===== config.mk =====
export PLATFORM = sky130hd
export DESIGN_NAME = ucodeTop
export DESIGN_NICKNAME = d
export VERILOG_FILES = /design/src/ucodePkg.sv /design/src/opcodeDispatch.sv /design/src/ucodeRom.sv /design/src/ucodeSequencer.sv /design/src/ucodeTop.sv
export SDC_FILE = /design/constraint.sdc
export NUM_CORES = 1
export LEC_CHECK = 0
export BUFFER_PORTS_ARGS = -buffer_cell sky130_fd_sc_hd__buf_4
export CORE_MARGIN = 4
export CORE_UTILIZATION = 30
export DETAILED_ROUTE_END_ITERATION = 16
export PLACE_DENSITY = 0.52
export SLEW_MARGIN = 25
export SYNTH_ARGS = -nofsm -noshare
export SYNTH_HDL_FRONTEND = slang
export SYNTH_SLANG_ARGS = --single-unit

===== constraint.sdc =====
create_clock -name clock -period 4.35 [get_ports clock]
set_clock_uncertainty 0.05 [all_clocks]
set_input_delay 0.435 -clock clock [delete_from_list [all_inputs] [get_ports clock]]
set_output_delay 0.435 -clock clock [all_outputs]
set_load 0.1 [all_outputs]

===== src/ucodePkg.sv =====
package ucodePkg;

	////////////////////////////////////////
	// Basic widths
	////////////////////////////////////////

	// Opcode or CB suffix byte
	typedef logic [7:0] opcodeT;

	// ROM address and flow start index
	typedef logic [8:0] flowIdxT;

	// Words actually populated in the ROM
	localparam int RomDepth = 95;

	////////////////////////////////////////
	// Micro-op fields
	////////////////////////////////////////

	// How a micro-op steps the flow
	typedef enum logic [3:0] {
		ctlOp,
		ctlInc,
		ctlEof,
		ctlIncEof,
		ctlEofFu,
		ctlIncEofFu,
		ctlUpdFlags,
		ctlIncEofZ,
		ctlIncEofNz
	} uopCtlT;

	// Datapath operation
	typedef enum logic [4:0] {
		opNop,
		opSma,
		opSmw,
		opSrm,
		opSx16r,
		opSrx16,
		opSpc,
		opAddx16,
		opSubx16,
		opInc16,
		opDec16,
		opBit,
		opShl,
		opZ801bop,
		opJcb
	} uopOpT;

	// Operand register
	typedef enum logic [4:0] {
		regNull,
		regA,
		regB,
		regC,
		regD,
		regE,
		regH,
		regL,
		regHl,
		regSp,
		regPc,
		regPch,
		regX8,
		regX16
	} uopRegT;

	typedef struct packed {
		uopCtlT ctl;
		uopOpT  op;
		uopRegT operand;
	} uopT;

	// Fetch request whose zFlag feeds the conditional ends
	typedef struct packed {
		opcodeT opcode;
		logic   zFlag;
	} opReqT;

	////////////////////////////////////////
	// Opcodes with their own flow
	////////////////////////////////////////

	localparam opcodeT OpNop      = 8'h00;
	localparam opcodeT OpLdBn     = 8'h06;
	localparam opcodeT OpLdCn     = 8'h0E;
	localparam opcodeT OpLdAn     = 8'h3E;
	localparam opcodeT OpJr       = 8'h18;
	localparam opcodeT OpJrNz     = 8'h20;
	localparam opcodeT OpJrZ      = 8'h28;
	localparam opcodeT OpIncB     = 8'h04;
	localparam opcodeT OpDecB     = 8'h05;
	localparam opcodeT OpAddB     = 8'h80;
	localparam opcodeT OpSubB     = 8'h90;
	localparam opcodeT OpPushBc   = 8'hC5;
	localparam opcodeT OpPopBc    = 8'hC1;
	localparam opcodeT OpCall     = 8'hCD;
	localparam opcodeT OpRet      = 8'hC9;
	localparam opcodeT OpRetZ     = 8'hC8;
	localparam opcodeT OpRetNz    = 8'hC0;
	localparam opcodeT OpCbPrefix = 8'hCB;

	// CB suffix bytes
	localparam opcodeT CbBit7H = 8'h7C;
	localparam opcodeT CbRlC   = 8'h11;

endpackage


===== src/opcodeDispatch.sv =====
`timescale 1ns/1ps

module opcodeDispatch import ucodePkg::*; (
	input  opcodeT  opcode,
	input  logic    cb,
	output flowIdxT flowIdx
);

	flowIdxT mainIdx;
	flowIdxT cbIdx;

	////////////////////////////////////////
	// Main opcode table
	////////////////////////////////////////

	always_comb
	begin
		case (opcode)
			OpCbPrefix: mainIdx = 9'd1;
			OpJrNz:     mainIdx = 9'd5;
			OpLdCn:     mainIdx = 9'd11;
			OpLdAn:     mainIdx = 9'd14;
			OpCall:     mainIdx = 9'd17;
			OpLdBn:     mainIdx = 9'd28;
			OpPushBc:   mainIdx = 9'd31;
			OpPopBc:    mainIdx = 9'd38;
			OpJrZ:      mainIdx = 9'd44;
			OpJr:       mainIdx = 9'd50;
			OpSubB:     mainIdx = 9'd56;
			OpIncB:     mainIdx = 9'd59;
			OpNop:      mainIdx = 9'd60;
			OpAddB:     mainIdx = 9'd61;
			OpRet:      mainIdx = 9'd64;
			OpDecB:     mainIdx = 9'd75;
			OpRetZ:     mainIdx = 9'd77;
			OpRetNz:    mainIdx = 9'd86;
			// Anything else goes to the generic one byte flow
			default:    mainIdx = 9'd73;
		endcase
	end

	////////////////////////////////////////
	// CB suffix table
	////////////////////////////////////////

	always_comb
	begin
		case (opcode)
			CbBit7H: cbIdx = 9'd4;
			CbRlC:   cbIdx = 9'd37;
			// Single word default at the bottom of the ROM
			default: cbIdx = 9'd0;
		endcase
	end

	// Sequencer says which table is live
	assign flowIdx = cb ? cbIdx : mainIdx;

endmodule


===== src/ucodeRom.sv =====
`timescale 1ns/1ps

module ucodeRom import ucodePkg::*; (
	input  flowIdxT addr,
	output uopT     uop
);

	always_comb
	begin
		case (addr)
			////////////////////////////////////////
			// CB prefix and its targets
			////////////////////////////////////////
			// CB default
			9'd0:  uop = '{ctlEofFu, opZ801bop, regA};
			// CB prefix handing over to the CB table
			9'd1:  uop = '{ctlInc, opSma, regPc};
			9'd2:  uop = '{ctlOp, opNop, regNull};
			9'd3:  uop = '{ctlInc, opJcb, regNull};
			// BIT 7,H
			9'd4:  uop = '{ctlEofFu, opBit, regH};
			////////////////////////////////////////
			// Loads, relative jumps and calls
			////////////////////////////////////////
			// JR NZ,n
			9'd5:  uop = '{ctlInc, opSma, regPc};
			9'd6:  uop = '{ctlOp, opNop, regNull};
			// Falls through on Z, otherwise x8 = MEM[pc]
			9'd7:  uop = '{ctlIncEofZ, opSrm, regX8};
			9'd8:  uop = '{ctlOp, opSx16r, regPc};
			9'd9:  uop = '{ctlOp, opAddx16, regX8};
			9'd10: uop = '{ctlEof, opSpc, regX16};
			// LD C,n
			9'd11: uop = '{ctlInc, opSma, regPc};
			9'd12: uop = '{ctlInc, opNop, regNull};
			9'd13: uop = '{ctlEof, opSrm, regC};
			// LD A,n
			9'd14: uop = '{ctlInc, opSma, regPc};
			9'd15: uop = '{ctlInc, opNop, regNull};
			9'd16: uop = '{ctlEof, opSrm, regA};
			// CALL nn
			9'd17: uop = '{ctlInc, opDec16, regSp};
			9'd18: uop = '{ctlInc, opSx16r, regHl};
			// Target address lands in HL
			9'd19: uop = '{ctlOp, opSrm, regL};
			9'd20: uop = '{ctlInc, opSrm, regH};
			9'd21: uop = '{ctlOp, opSma, regSp};
			9'd22: uop = '{ctlOp, opSmw, regPch};
			9'd23: uop = '{ctlOp, opDec16, regSp};
			9'd24: uop = '{ctlOp, opSmw, regPc};
			9'd25: uop = '{ctlOp, opSpc, regHl};
			9'd26: uop = '{ctlOp, opSrx16, regHl};
			9'd27: uop = '{ctlEof, opSma, regPc};
			// LD B,n
			9'd28: uop = '{ctlInc, opSma, regPc};
			9'd29: uop = '{ctlInc, opNop, regNull};
			9'd30: uop = '{ctlEof, opSrm, regB};
			////////////////////////////////////////
			// Stack and rotate
			////////////////////////////////////////
			// PUSH BC
			9'd31: uop = '{ctlOp, opDec16, regSp};
			9'd32: uop = '{ctlOp, opSma, regSp};
			9'd33: uop = '{ctlOp, opSmw, regB};
			9'd34: uop = '{ctlOp, opDec16, regSp};
			9'd35: uop = '{ctlOp, opSmw, regC};
			9'd36: uop = '{ctlIncEof, opSma, regPc};
			// RL C
			9'd37: uop = '{ctlEofFu, opShl, regC};
			// POP BC
			9'd38: uop = '{ctlOp, opSma, regSp};
			9'd39: uop = '{ctlOp, opInc16, regSp};
			9'd40: uop = '{ctlOp, opSrm, regC};
			9'd41: uop = '{ctlOp, opSrm, regB};
			9'd42: uop = '{ctlInc, opInc16, regSp};
			9'd43: uop = '{ctlEof, opSma, regPc};
			// JR Z,n
			9'd44: uop = '{ctlInc, opSma, regPc};
			9'd45: uop = '{ctlOp, opNop, regNull};
			9'd46: uop = '{ctlIncEofNz, opSrm, regX8};
			9'd47: uop = '{ctlOp, opSx16r, regPc};
			9'd48: uop = '{ctlOp, opAddx16, regX8};
			9'd49: uop = '{ctlEof, opSpc, regX16};
			// JR n
			9'd50: uop = '{ctlInc, opSma, regPc};
			9'd51: uop = '{ctlOp, opNop, regNull};
			9'd52: uop = '{ctlInc, opSrm, regX8};
			9'd53: uop = '{ctlOp, opSx16r, regPc};
			// Signed offset added to the saved pc
			9'd54: uop = '{ctlOp, opAddx16, regX8};
			9'd55: uop = '{ctlEof, opSpc, regX16};
			////////////////////////////////////////
			// ALU and single byte ops
			////////////////////////////////////////
			// SUB B
			9'd56: uop = '{ctlOp, opSx16r, regA};
			9'd57: uop = '{ctlUpdFlags, opSubx16, regB};
			9'd58: uop = '{ctlIncEof, opSrx16, regA};
			// INC B
			9'd59: uop = '{ctlIncEofFu, opInc16, regB};
			// NOP
			9'd60: uop = '{ctlIncEof, opNop, regNull};
			// ADD A,B
			9'd61: uop = '{ctlOp, opSx16r, regA};
			9'd62: uop = '{ctlUpdFlags, opAddx16, regB};
			9'd63: uop = '{ctlIncEof, opSrx16, regA};
			// RET
			9'd64: uop = '{ctlOp, opSma, regSp};
			9'd65: uop = '{ctlOp, opSx16r, regHl};
			9'd66: uop = '{ctlOp, opInc16, regSp};
			9'd67: uop = '{ctlOp, opSrm, regL};
			9'd68: uop = '{ctlOp, opSrm, regH};
			9'd69: uop = '{ctlOp, opSpc, regHl};
			9'd70: uop = '{ctlOp, opSrx16, regHl};
			9'd71: uop = '{ctlOp, opInc16, regSp};
			9'd72: uop = '{ctlEof, opSma, regPc};
			// Main default
			9'd73: uop = '{ctlUpdFlags, opZ801bop, regA};
			9'd74: uop = '{ctlIncEof, opNop, regNull};
			// DEC B
			9'd75: uop = '{ctlUpdFlags, opDec16, regB};
			9'd76: uop = '{ctlIncEof, opNop, regNull};
			////////////////////////////////////////
			// Conditional returns
			////////////////////////////////////////
			// RET Z with the test in its first word
			9'd77: uop = '{ctlIncEofNz, opSma, regSp};
			9'd78: uop = '{ctlOp, opSx16r, regHl};
			9'd79: uop = '{ctlOp, opInc16, regSp};
			9'd80: uop = '{ctlOp, opSrm, regL};
			9'd81: uop = '{ctlOp, opSrm, regH};
			9'd82: uop = '{ctlOp, opSpc, regHl};
			9'd83: uop = '{ctlOp, opSrx16, regHl};
			9'd84: uop = '{ctlOp, opInc16, regSp};
			9'd85: uop = '{ctlEof, opSma, regPc};
			// RET NZ
			9'd86: uop = '{ctlIncEofZ, opSma, regSp};
			9'd87: uop = '{ctlOp, opSx16r, regHl};
			9'd88: uop = '{ctlOp, opInc16, regSp};
			9'd89: uop = '{ctlOp, opSrm, regL};
			9'd90: uop = '{ctlOp, opSrm, regH};
			9'd91: uop = '{ctlOp, opSpc, regHl};
			9'd92: uop = '{ctlOp, opSrx16, regHl};
			9'd93: uop = '{ctlOp, opInc16, regSp};
			9'd94: uop = '{ctlEof, opSma, regPc};
			default: uop = '{ctlOp, opNop, regNull};
		endcase
	end

endmodule


===== src/ucodeSequencer.sv =====
`timescale 1ns/1ps

module ucodeSequencer import ucodePkg::*; (
	input  logic    clock,
	input  logic    rst,
	input  logic    opValid,
	input  opReqT   opReq,
	output logic    opReady,
	output opcodeT  dispOpcode,
	output logic    dispCb,
	input  flowIdxT flowIdx,
	output flowIdxT romAddr,
	input  uopT     romUop,
	output logic    uopValid,
	output uopT     uop,
	input  logic    uopReady
);

	typedef enum logic [1:0] {
		sIdle,
		sRun,
		sWaitCb
	} seqStateT;

	seqStateT state;
	flowIdxT  upc;
	uopT      uopQ;
	logic     zSaved;
	logic     accept;
	logic     xfer;
	logic     flowEnd;
	logic     loadNext;

	////////////////////////////////////////
	// Handshakes
	////////////////////////////////////////

	// Ready for a byte both before a flow and after the CB prefix
	assign opReady = (state == sIdle) || (state == sWaitCb);
	assign uopValid = (state == sRun);
	assign uop = uopQ;
	assign accept = opValid && opReady;
	assign xfer = uopValid && uopReady;

	// The request byte goes straight to the lookup
	assign dispOpcode = opReq.opcode;
	assign dispCb = (state == sWaitCb);

	////////////////////////////////////////
	// Flow control decode
	////////////////////////////////////////

	always_comb
	begin
		case (uopQ.ctl)
			ctlEof, ctlIncEof, ctlEofFu, ctlIncEofFu:
				flowEnd = 1'b1;
			ctlIncEofZ:
				flowEnd = zSaved;
			ctlIncEofNz:
				flowEnd = !zSaved;
			default:
				flowEnd = 1'b0;
		endcase
	end

	// Step on unless the word just sent ends or jumps out
	assign loadNext = xfer && !flowEnd && (uopQ.op != opJcb);

	// Start index while waiting, next word while running
	assign romAddr = (state == sRun) ? upc + flowIdxT'(1) : flowIdx;

	////////////////////////////////////////
	// State and micro-PC
	////////////////////////////////////////

	always_ff @(posedge clock)
	begin
		if (rst)
		begin
			state <= sIdle;
			upc <= '0;
		end
		else
		begin
			case (state)
				sIdle, sWaitCb:
				begin
					if (accept)
					begin
						state <= sRun;
						upc <= flowIdx;
					end
				end
				sRun:
				begin
					if (xfer && flowEnd)
						state <= sIdle;
					else if (xfer && (uopQ.op == opJcb))
						state <= sWaitCb;
					else if (loadNext)
						upc <= romAddr;
				end
				default:
					state <= sIdle;
			endcase
		end
	end

	// Output word and flag copy
	always_ff @(posedge clock)
	begin
		if (accept || loadNext)
			uopQ <= romUop;
		// CB suffix keeps the flag of the prefix
		if (accept && (state == sIdle))
			zSaved <= opReq.zFlag;
	end

	////////////////////////////////////////
	// Checks
	////////////////////////////////////////

	aHoldUop: assert property (@(posedge clock) disable iff (rst)
		uopValid && !uopReady |=> uopValid && $stable(uop))
		else $error("uop changed under back-pressure");

	// Only a fetched address has to be a real ROM word
	aRomRange: assert property (@(posedge clock) disable iff (rst)
		(accept || loadNext) |-> (romAddr < RomDepth))
		else $error("romAddr %0d past the ROM", romAddr);

endmodule


===== src/ucodeTop.sv =====
`timescale 1ns/1ps

module ucodeTop import ucodePkg::*; (
	input  logic  clock,
	input  logic  rst,
	input  logic  opValid,
	input  opReqT opReq,
	output logic  opReady,
	output logic  uopValid,
	output uopT   uop,
	input  logic  uopReady
);

	opcodeT  dispOpcode;
	logic    dispCb;
	flowIdxT flowIdx;
	flowIdxT romAddr;
	uopT     romUop;

	opcodeDispatch i_dispatch (
		.opcode  (dispOpcode),
		.cb      (dispCb),
		.flowIdx (flowIdx)
	);

	ucodeRom i_rom (
		.addr (romAddr),
		.uop  (romUop)
	);

	ucodeSequencer i_seq (
		.clock      (clock),
		.rst        (rst),
		.opValid    (opValid),
		.opReq      (opReq),
		.opReady    (opReady),
		.dispOpcode (dispOpcode),
		.dispCb     (dispCb),
		.flowIdx    (flowIdx),
		.romAddr    (romAddr),
		.romUop     (romUop),
		.uopValid   (uopValid),
		.uop        (uop),
		.uopReady   (uopReady)
	);

endmodule


Word-level counts from Yosys, hierarchy flattened. Memories as Yosys holds them, arrays and structs flattened. A register that Yosys moved wholly into a read port is not among the register bits. Cells that the tools add are included. Widths: inputs -> output; s select.

Output and inout port bits: 16. Register bits: 22. Word-level logic and storage cells: 75. Memories: 1. Bits of input ports: 13. Bits in read-only memories: 1536.

Memories: (name not given) (words 128, width 12, read ports 1, clocked after Yosys merged registers in 1, write ports 0, line ucodeRom.sv:10) `case (addr)`.

Multiplexer cells: 14. Add/subtract/negate cells: 1. Reduce and logical (&&, ||, !) cells: 20. Equality and inequality tests: 34.

Operators with widths (count): $pmux 7 s18 (1); $eq 8x8->1 const B (9); $mux 9 (5); $eq 8x3->1 const B (3); $eq 8x6->1 const B (3); $pmux 9 s2 (1); $eq 8x5->1 const B (2); $eq 4x3->1 const B (3); $pmux 6 s2 (1); $add 9x1->9 const B (1); $eq 4x2->1 const B (2); $eq 8x4->1 const B (1); $eq 8x7->1 const B (1); $logic_not 8->1 (1); $logic_and 1x1->1 (7); $mux 7 (1); $mux 2 (3); $ne 2x2->1 const B (3); $eq 5x4->1 const B (1); $ne 5x4->1 const B (1); $reduce_and 5->1 (1); $eq 4x4->1 const B (1); $logic_not 2->1 (2); $pmux 2 s2 (1); other kinds (11) (14).

Logic depth before layout (Yosys ltp).
Depth after elaboration: 10. Gate-level depth with buffers: 17. Depth with buffers taken out: 14.

Cells and area by module. Synthesis repeated with hierarchy kept, for this count alone.

Cell total of the unflattened synthesis: 494. Area total of the unflattened synthesis: 3644.7 µm².

By module, submodules not included: ucodeRom (instances 1, area an instance 1686.6 µm², cells an instance 275); ucodeSequencer (instances 1, area an instance 1357.6 µm², cells an instance 127); opcodeDispatch (instances 1, area an instance 600.6 µm², cells an instance 92).

Worst setup path before layout. OpenSTA, ideal clock, no wires.

Path kind: input to register. Start point: in opReq[8] (netlist bit). End point: reg, netlist name i_seq.uop[5]. Setup slack: 0.530 ns. Data required time: 4.028 ns. Data arrival time: 3.498 ns. Cell stages on the path: 15. Path through: buf_6 -> or4_1 -> a2111oi_0 -> and4b_4 -> o211ai_2 -> a32oi_1 -> and2_4 -> clkbuf_1 -> ha_1 -> nor2_1 -> o21ai_0 -> nor2_1 -> nor4_1 -> o2bb2ai_1 -> or4b_1.

Cells in the longest elaborated chain, start to end: 4.

RTL lines: start, declared (line ucodeTop.sv:7) `input opReqT opReq,`; $eq 8x8->1, or another cell as far along (line opcodeDispatch.sv:18) `case (opcode)`; $pmux 7 s18 or $pmux 6 s2 (tied branches) (line opcodeDispatch.sv:18, opcodeDispatch.sv:48); $mux 7 (*) (line opcodeDispatch.sv:57) `assign flowIdx = cb ? cbIdx : mainIdx;`; $mux 9 (*) (line ucodeSequencer.sv:71) `assign romAddr = (state == sRun) ? upc + flowIdxT'(1) : flowIdx;`.

Mark *: on every way between the ends. The rest lies on a longest branch, timed or not. A chain may end at the register's enable or synchronous reset.

Worst setup path in the final report.
Start point: in opReq[1] (netlist bit). End point: reg, netlist name i_seq.uop[5].

Cells in the longest elaborated chain, start to end: 4.

RTL lines (line): $eq 8x8->1, or another cell as far along (opcodeDispatch.sv:18); $pmux 7 s18 or $pmux 6 s2 (tied branches) (opcodeDispatch.sv:18, opcodeDispatch.sv:48); $mux 7 (*) (opcodeDispatch.sv:57); $mux 9 (*) (ucodeSequencer.sv:71).

Marks and branches as above.

==> impl_results.md <==
* Worst path cell trace: buf_4 -> or4_1 -> a2111oi_0 -> and4b_4 -> o211ai_2 -> a32oi_1 -> and2_4 -> ha_1 -> nor2_1 -> o21ai_0 -> nor2_1 -> nor4_1 -> o2bb2ai_1 -> or4b_1
* Pwr per Cell Area at 361 mW/mm²
* Unrepaired setup endpoints after global routing: false
* Total congestion overflow at 0
* Hold Buf Count CTS at 0
* FF-to-FF End: i_seq.uop[5]$_SDFFCE_PP0P_
* Worst-margin pin slew at 0.854 ns
* Max-cap violations at 0
* Starting Density at 30.8%
* Hold Crit Start: opReq[0]
* Tcrit/Tclk final at 90.4%
* Fin. Hold Viols at 0
* Crit path top cell by count: nor2_1
* Setup WS pre-CTS at 0.243 ns
* Placed Cells at 642
* Critical path required time at 4.28 ns
* Critical path peak fanout at 17
* Sw Ratio at 50.8%
* Initial antenna violation count at 0
* Rel. slew slack at 42.8%
* Clk_lat worst skew at 0.26 ns
* Yosys top cell area share at 11.1%
* IR drop worst, VDD at 0.173 mV
* CTS Sinks at 24
* Crit path capture type: flip-flop
* Share of cells above drive strength 1 at 15.5%
* Final worst-path setup slack at 0.417 ns
* Worst path arrival time at 3.86 ns
* TritonCTS buffer count at 3
* Die height at 116 µm
* Die width at 116 µm
* CP max stage delay at 0.53 ns
* # resized after CTS at 0
* Part of the power in registers at 21.8%
* Sequential element share of the synthesized area at 17.3%
* Crit path kind: primary input to flip-flop
* Core Area at 0.0115 mm²
* Placer Congestion at 0.968
* Mapped Area at 0.00353 mm²
* Routed WL at 13800 µm
* Final slew viol count at 0
* Worst Reg2Reg Path Length in Cells at 11
* Finished Layout Cells at 646
* Distinct cell type count after synthesis at 80
* Remaining antenna violation count at 0
* Detailed placement HPWL at 9930 µm
* Most common cell in the netlist: nor2_1
* Pin count of the biggest net entering global routing at 31
* First-pass GRT wire length at 21300 µm
* CTS tree: done
* Worst Hold Path EP: i_seq.zSaved$_DFFE_PP_
* Hold_ws at 0.300 ns
* Total track usage at 19.7%
* Avg Vias per Cell at 6.49
* Setup slack, reg-to-reg at 0.61 ns
* Vias in the first global route at 3793
* R2R Path Start: i_seq.state[1]$_SDFFE_PP0P_
* #FFs+latches synth at 24
* Top post-synthesis cells by area: edfxtp_1, dfxtp_1, nor2_1
* Net Sw Power at 730 µW
* Max H-tree Level at 1
* Final Setup Violations at 0
* First-pass DRT Iterations at 5
* Wire length per cell after detailed routing at 21.4 µm
* Crit path time final at 3.93 ns
* Startpoint Class: primary input
* Hold path depth at 1
* Post-synth top cells: nor2_1, nand2_1, nand3_1, o21ai_0, a21oi_1
* Synth Flop Type: edfxtp_1
* # diodes at 0
* Worst-case clock buffer depth at 2
* Min-Delay Path Class: primary input to flip-flop
* LEAKAGE at 1.42 nW
* Via count at 4190
* Setup TNS at 0 ns
* Root Driver: clkbuf_16
* Syn Inst Count at 494
* Clk slew on worst S/H paths at 0.07 ns
* CP max stage cell: or4b_1
* Layout Area Growth over Synthesis at 12.9%
* Pint at 707 µW
* Die area at 0.0136 mm²
* I/O pin count at 29
* Iter 0 DRT Violations at 619
* Num rows at 39
* Avg Inst Size Synth at 7.15 µm²
* Syn. warnings at 0
* Synth area leader: edfxtp_1
* Max Clk Rate at 254 MHz
* Status: finished clean
* Postcts setup bufs at 0
* Ys async rst share at 0%
* # port buffers at 26
* Post-synth EDFFs at 13
* Combinational share of power at 61.5%
* # DRC at 0
* Clk pwr share at 16.7%
* Nets at 529
## power groups by stage
stage	Clock, mW	Combinational, mW	Sequential [mW]
floorplan	0	0.461	0.479
global placement	0	0.868	0.318
detailed placement	0	0.858	0.319
CTS	0.246	0.861	0.314
global route	0.256	0.930	0.318
finish	0.241	0.884	0.313
## cell type report
cell class,count,area (µm²)
sequential,24,611
timing repair buffer,55,413
clock buffer,4,100
tap,143,179
fill,1231,7480
multi-input combinational,408,2640
inverter,12,45.0
## per-stage QoR
| stage | total power [mW] | utilization, % | instance area [µm²] |
|---|---|---|---|
| 2_1_floorplan | 0.939 | - | 3530 |
| 3_3_place_gp | 1.19 | 33.9 | 3880 |
| 3_5_place_dp | 1.18 | 33.9 | 3880 |
| 4_1_cts | 1.42 | 34.7 | 3980 |
| 5_1_grt | 1.50 | 34.8 | 3990 |
| 6_report | 1.44 | 34.8 | 3990 |
## per-layer routing
layer  up-vias  part of all wire, %  global-route usage (%)
met5         -                    0                       0
met2       257                   46                    31.0
met4         0                  2.6                    5.96
li1       1925                    -                       -
met1      1976                   42                    28.6
met3        32                  9.3                    1.81
## logic make-up (layout without fill, tap and decap cells)
| group | count (synthesis) | count (layout) | synth area share, % |
|---|---|---|---|
| and+or+nand+nor | 199 | 199 | 29.6 |
| AOI/OAI and AO/OA | 174 | 174 | 34.7 |
| buffers and inverters | 63 | 71 | 8.37 |
| DFF | 24 | 24 | 17.3 |
| adders and majority gates | 13 | 13 | 4.54 |
| xor gates and xnor gates | 10 | 10 | 2.48 |
| muxes | 10 | 10 | 2.87 |
| other | 1 | 2 | 0.106 |
## worst max-delay path by stage
stage | start | to | slack, ns
2_1_floorplan | opReq[8] | i_seq.uop[5]$_SDFFCE_PP0P_ | 0.53
3_3_place_gp | opReq[1] | i_seq.uop[0]$_SDFFCE_PP0P_ | 0.25
3_5_place_dp | opReq[1] | i_seq.uop[5]$_SDFFCE_PP0P_ | 0.24
4_1_cts | opReq[1] | i_seq.uop[5]$_SDFFCE_PP0P_ | 0.51
5_1_grt | opReq[1] | i_seq.uop[5]$_SDFFCE_PP0P_ | 0.32
6_report | opReq[1] | i_seq.uop[5]$_SDFFCE_PP0P_ | 0.42
## layout by cell type (no fill, tap or decap), types with 8 or more instances in the layout
cell,netlist,routed
ha_1,12,12
mux2i_1,9,9
nand2b_1,9,9
nand2_1,42,41
a21oi_1,28,28
a31oi_1,8,8
a211oi_1,18,18
nand3_1,34,34
inv_1,9,9
o211ai_1,11,11
a221oi_1,10,10
dfxtp_1,11,11
buf_4,3,55
nor3_1,19,19
nor2_1,47,46
o21ai_0,33,33
edfxtp_1,13,13
## registers in the layout, summed over array words and instances, names as in the netlist
name / count
i_seq.state: 2
i_seq.uop: 12
i_seq.upc: 9
i_seq.zSaved: 1
## critical path: cells and delay by family
kind	cells	cell delay, ns
fa+ha+maj	1	0.22
simple gates	7	2.04
buf+inv	1	0.17
compound gates	5	0.98
(Power assumes the default switching activity.)
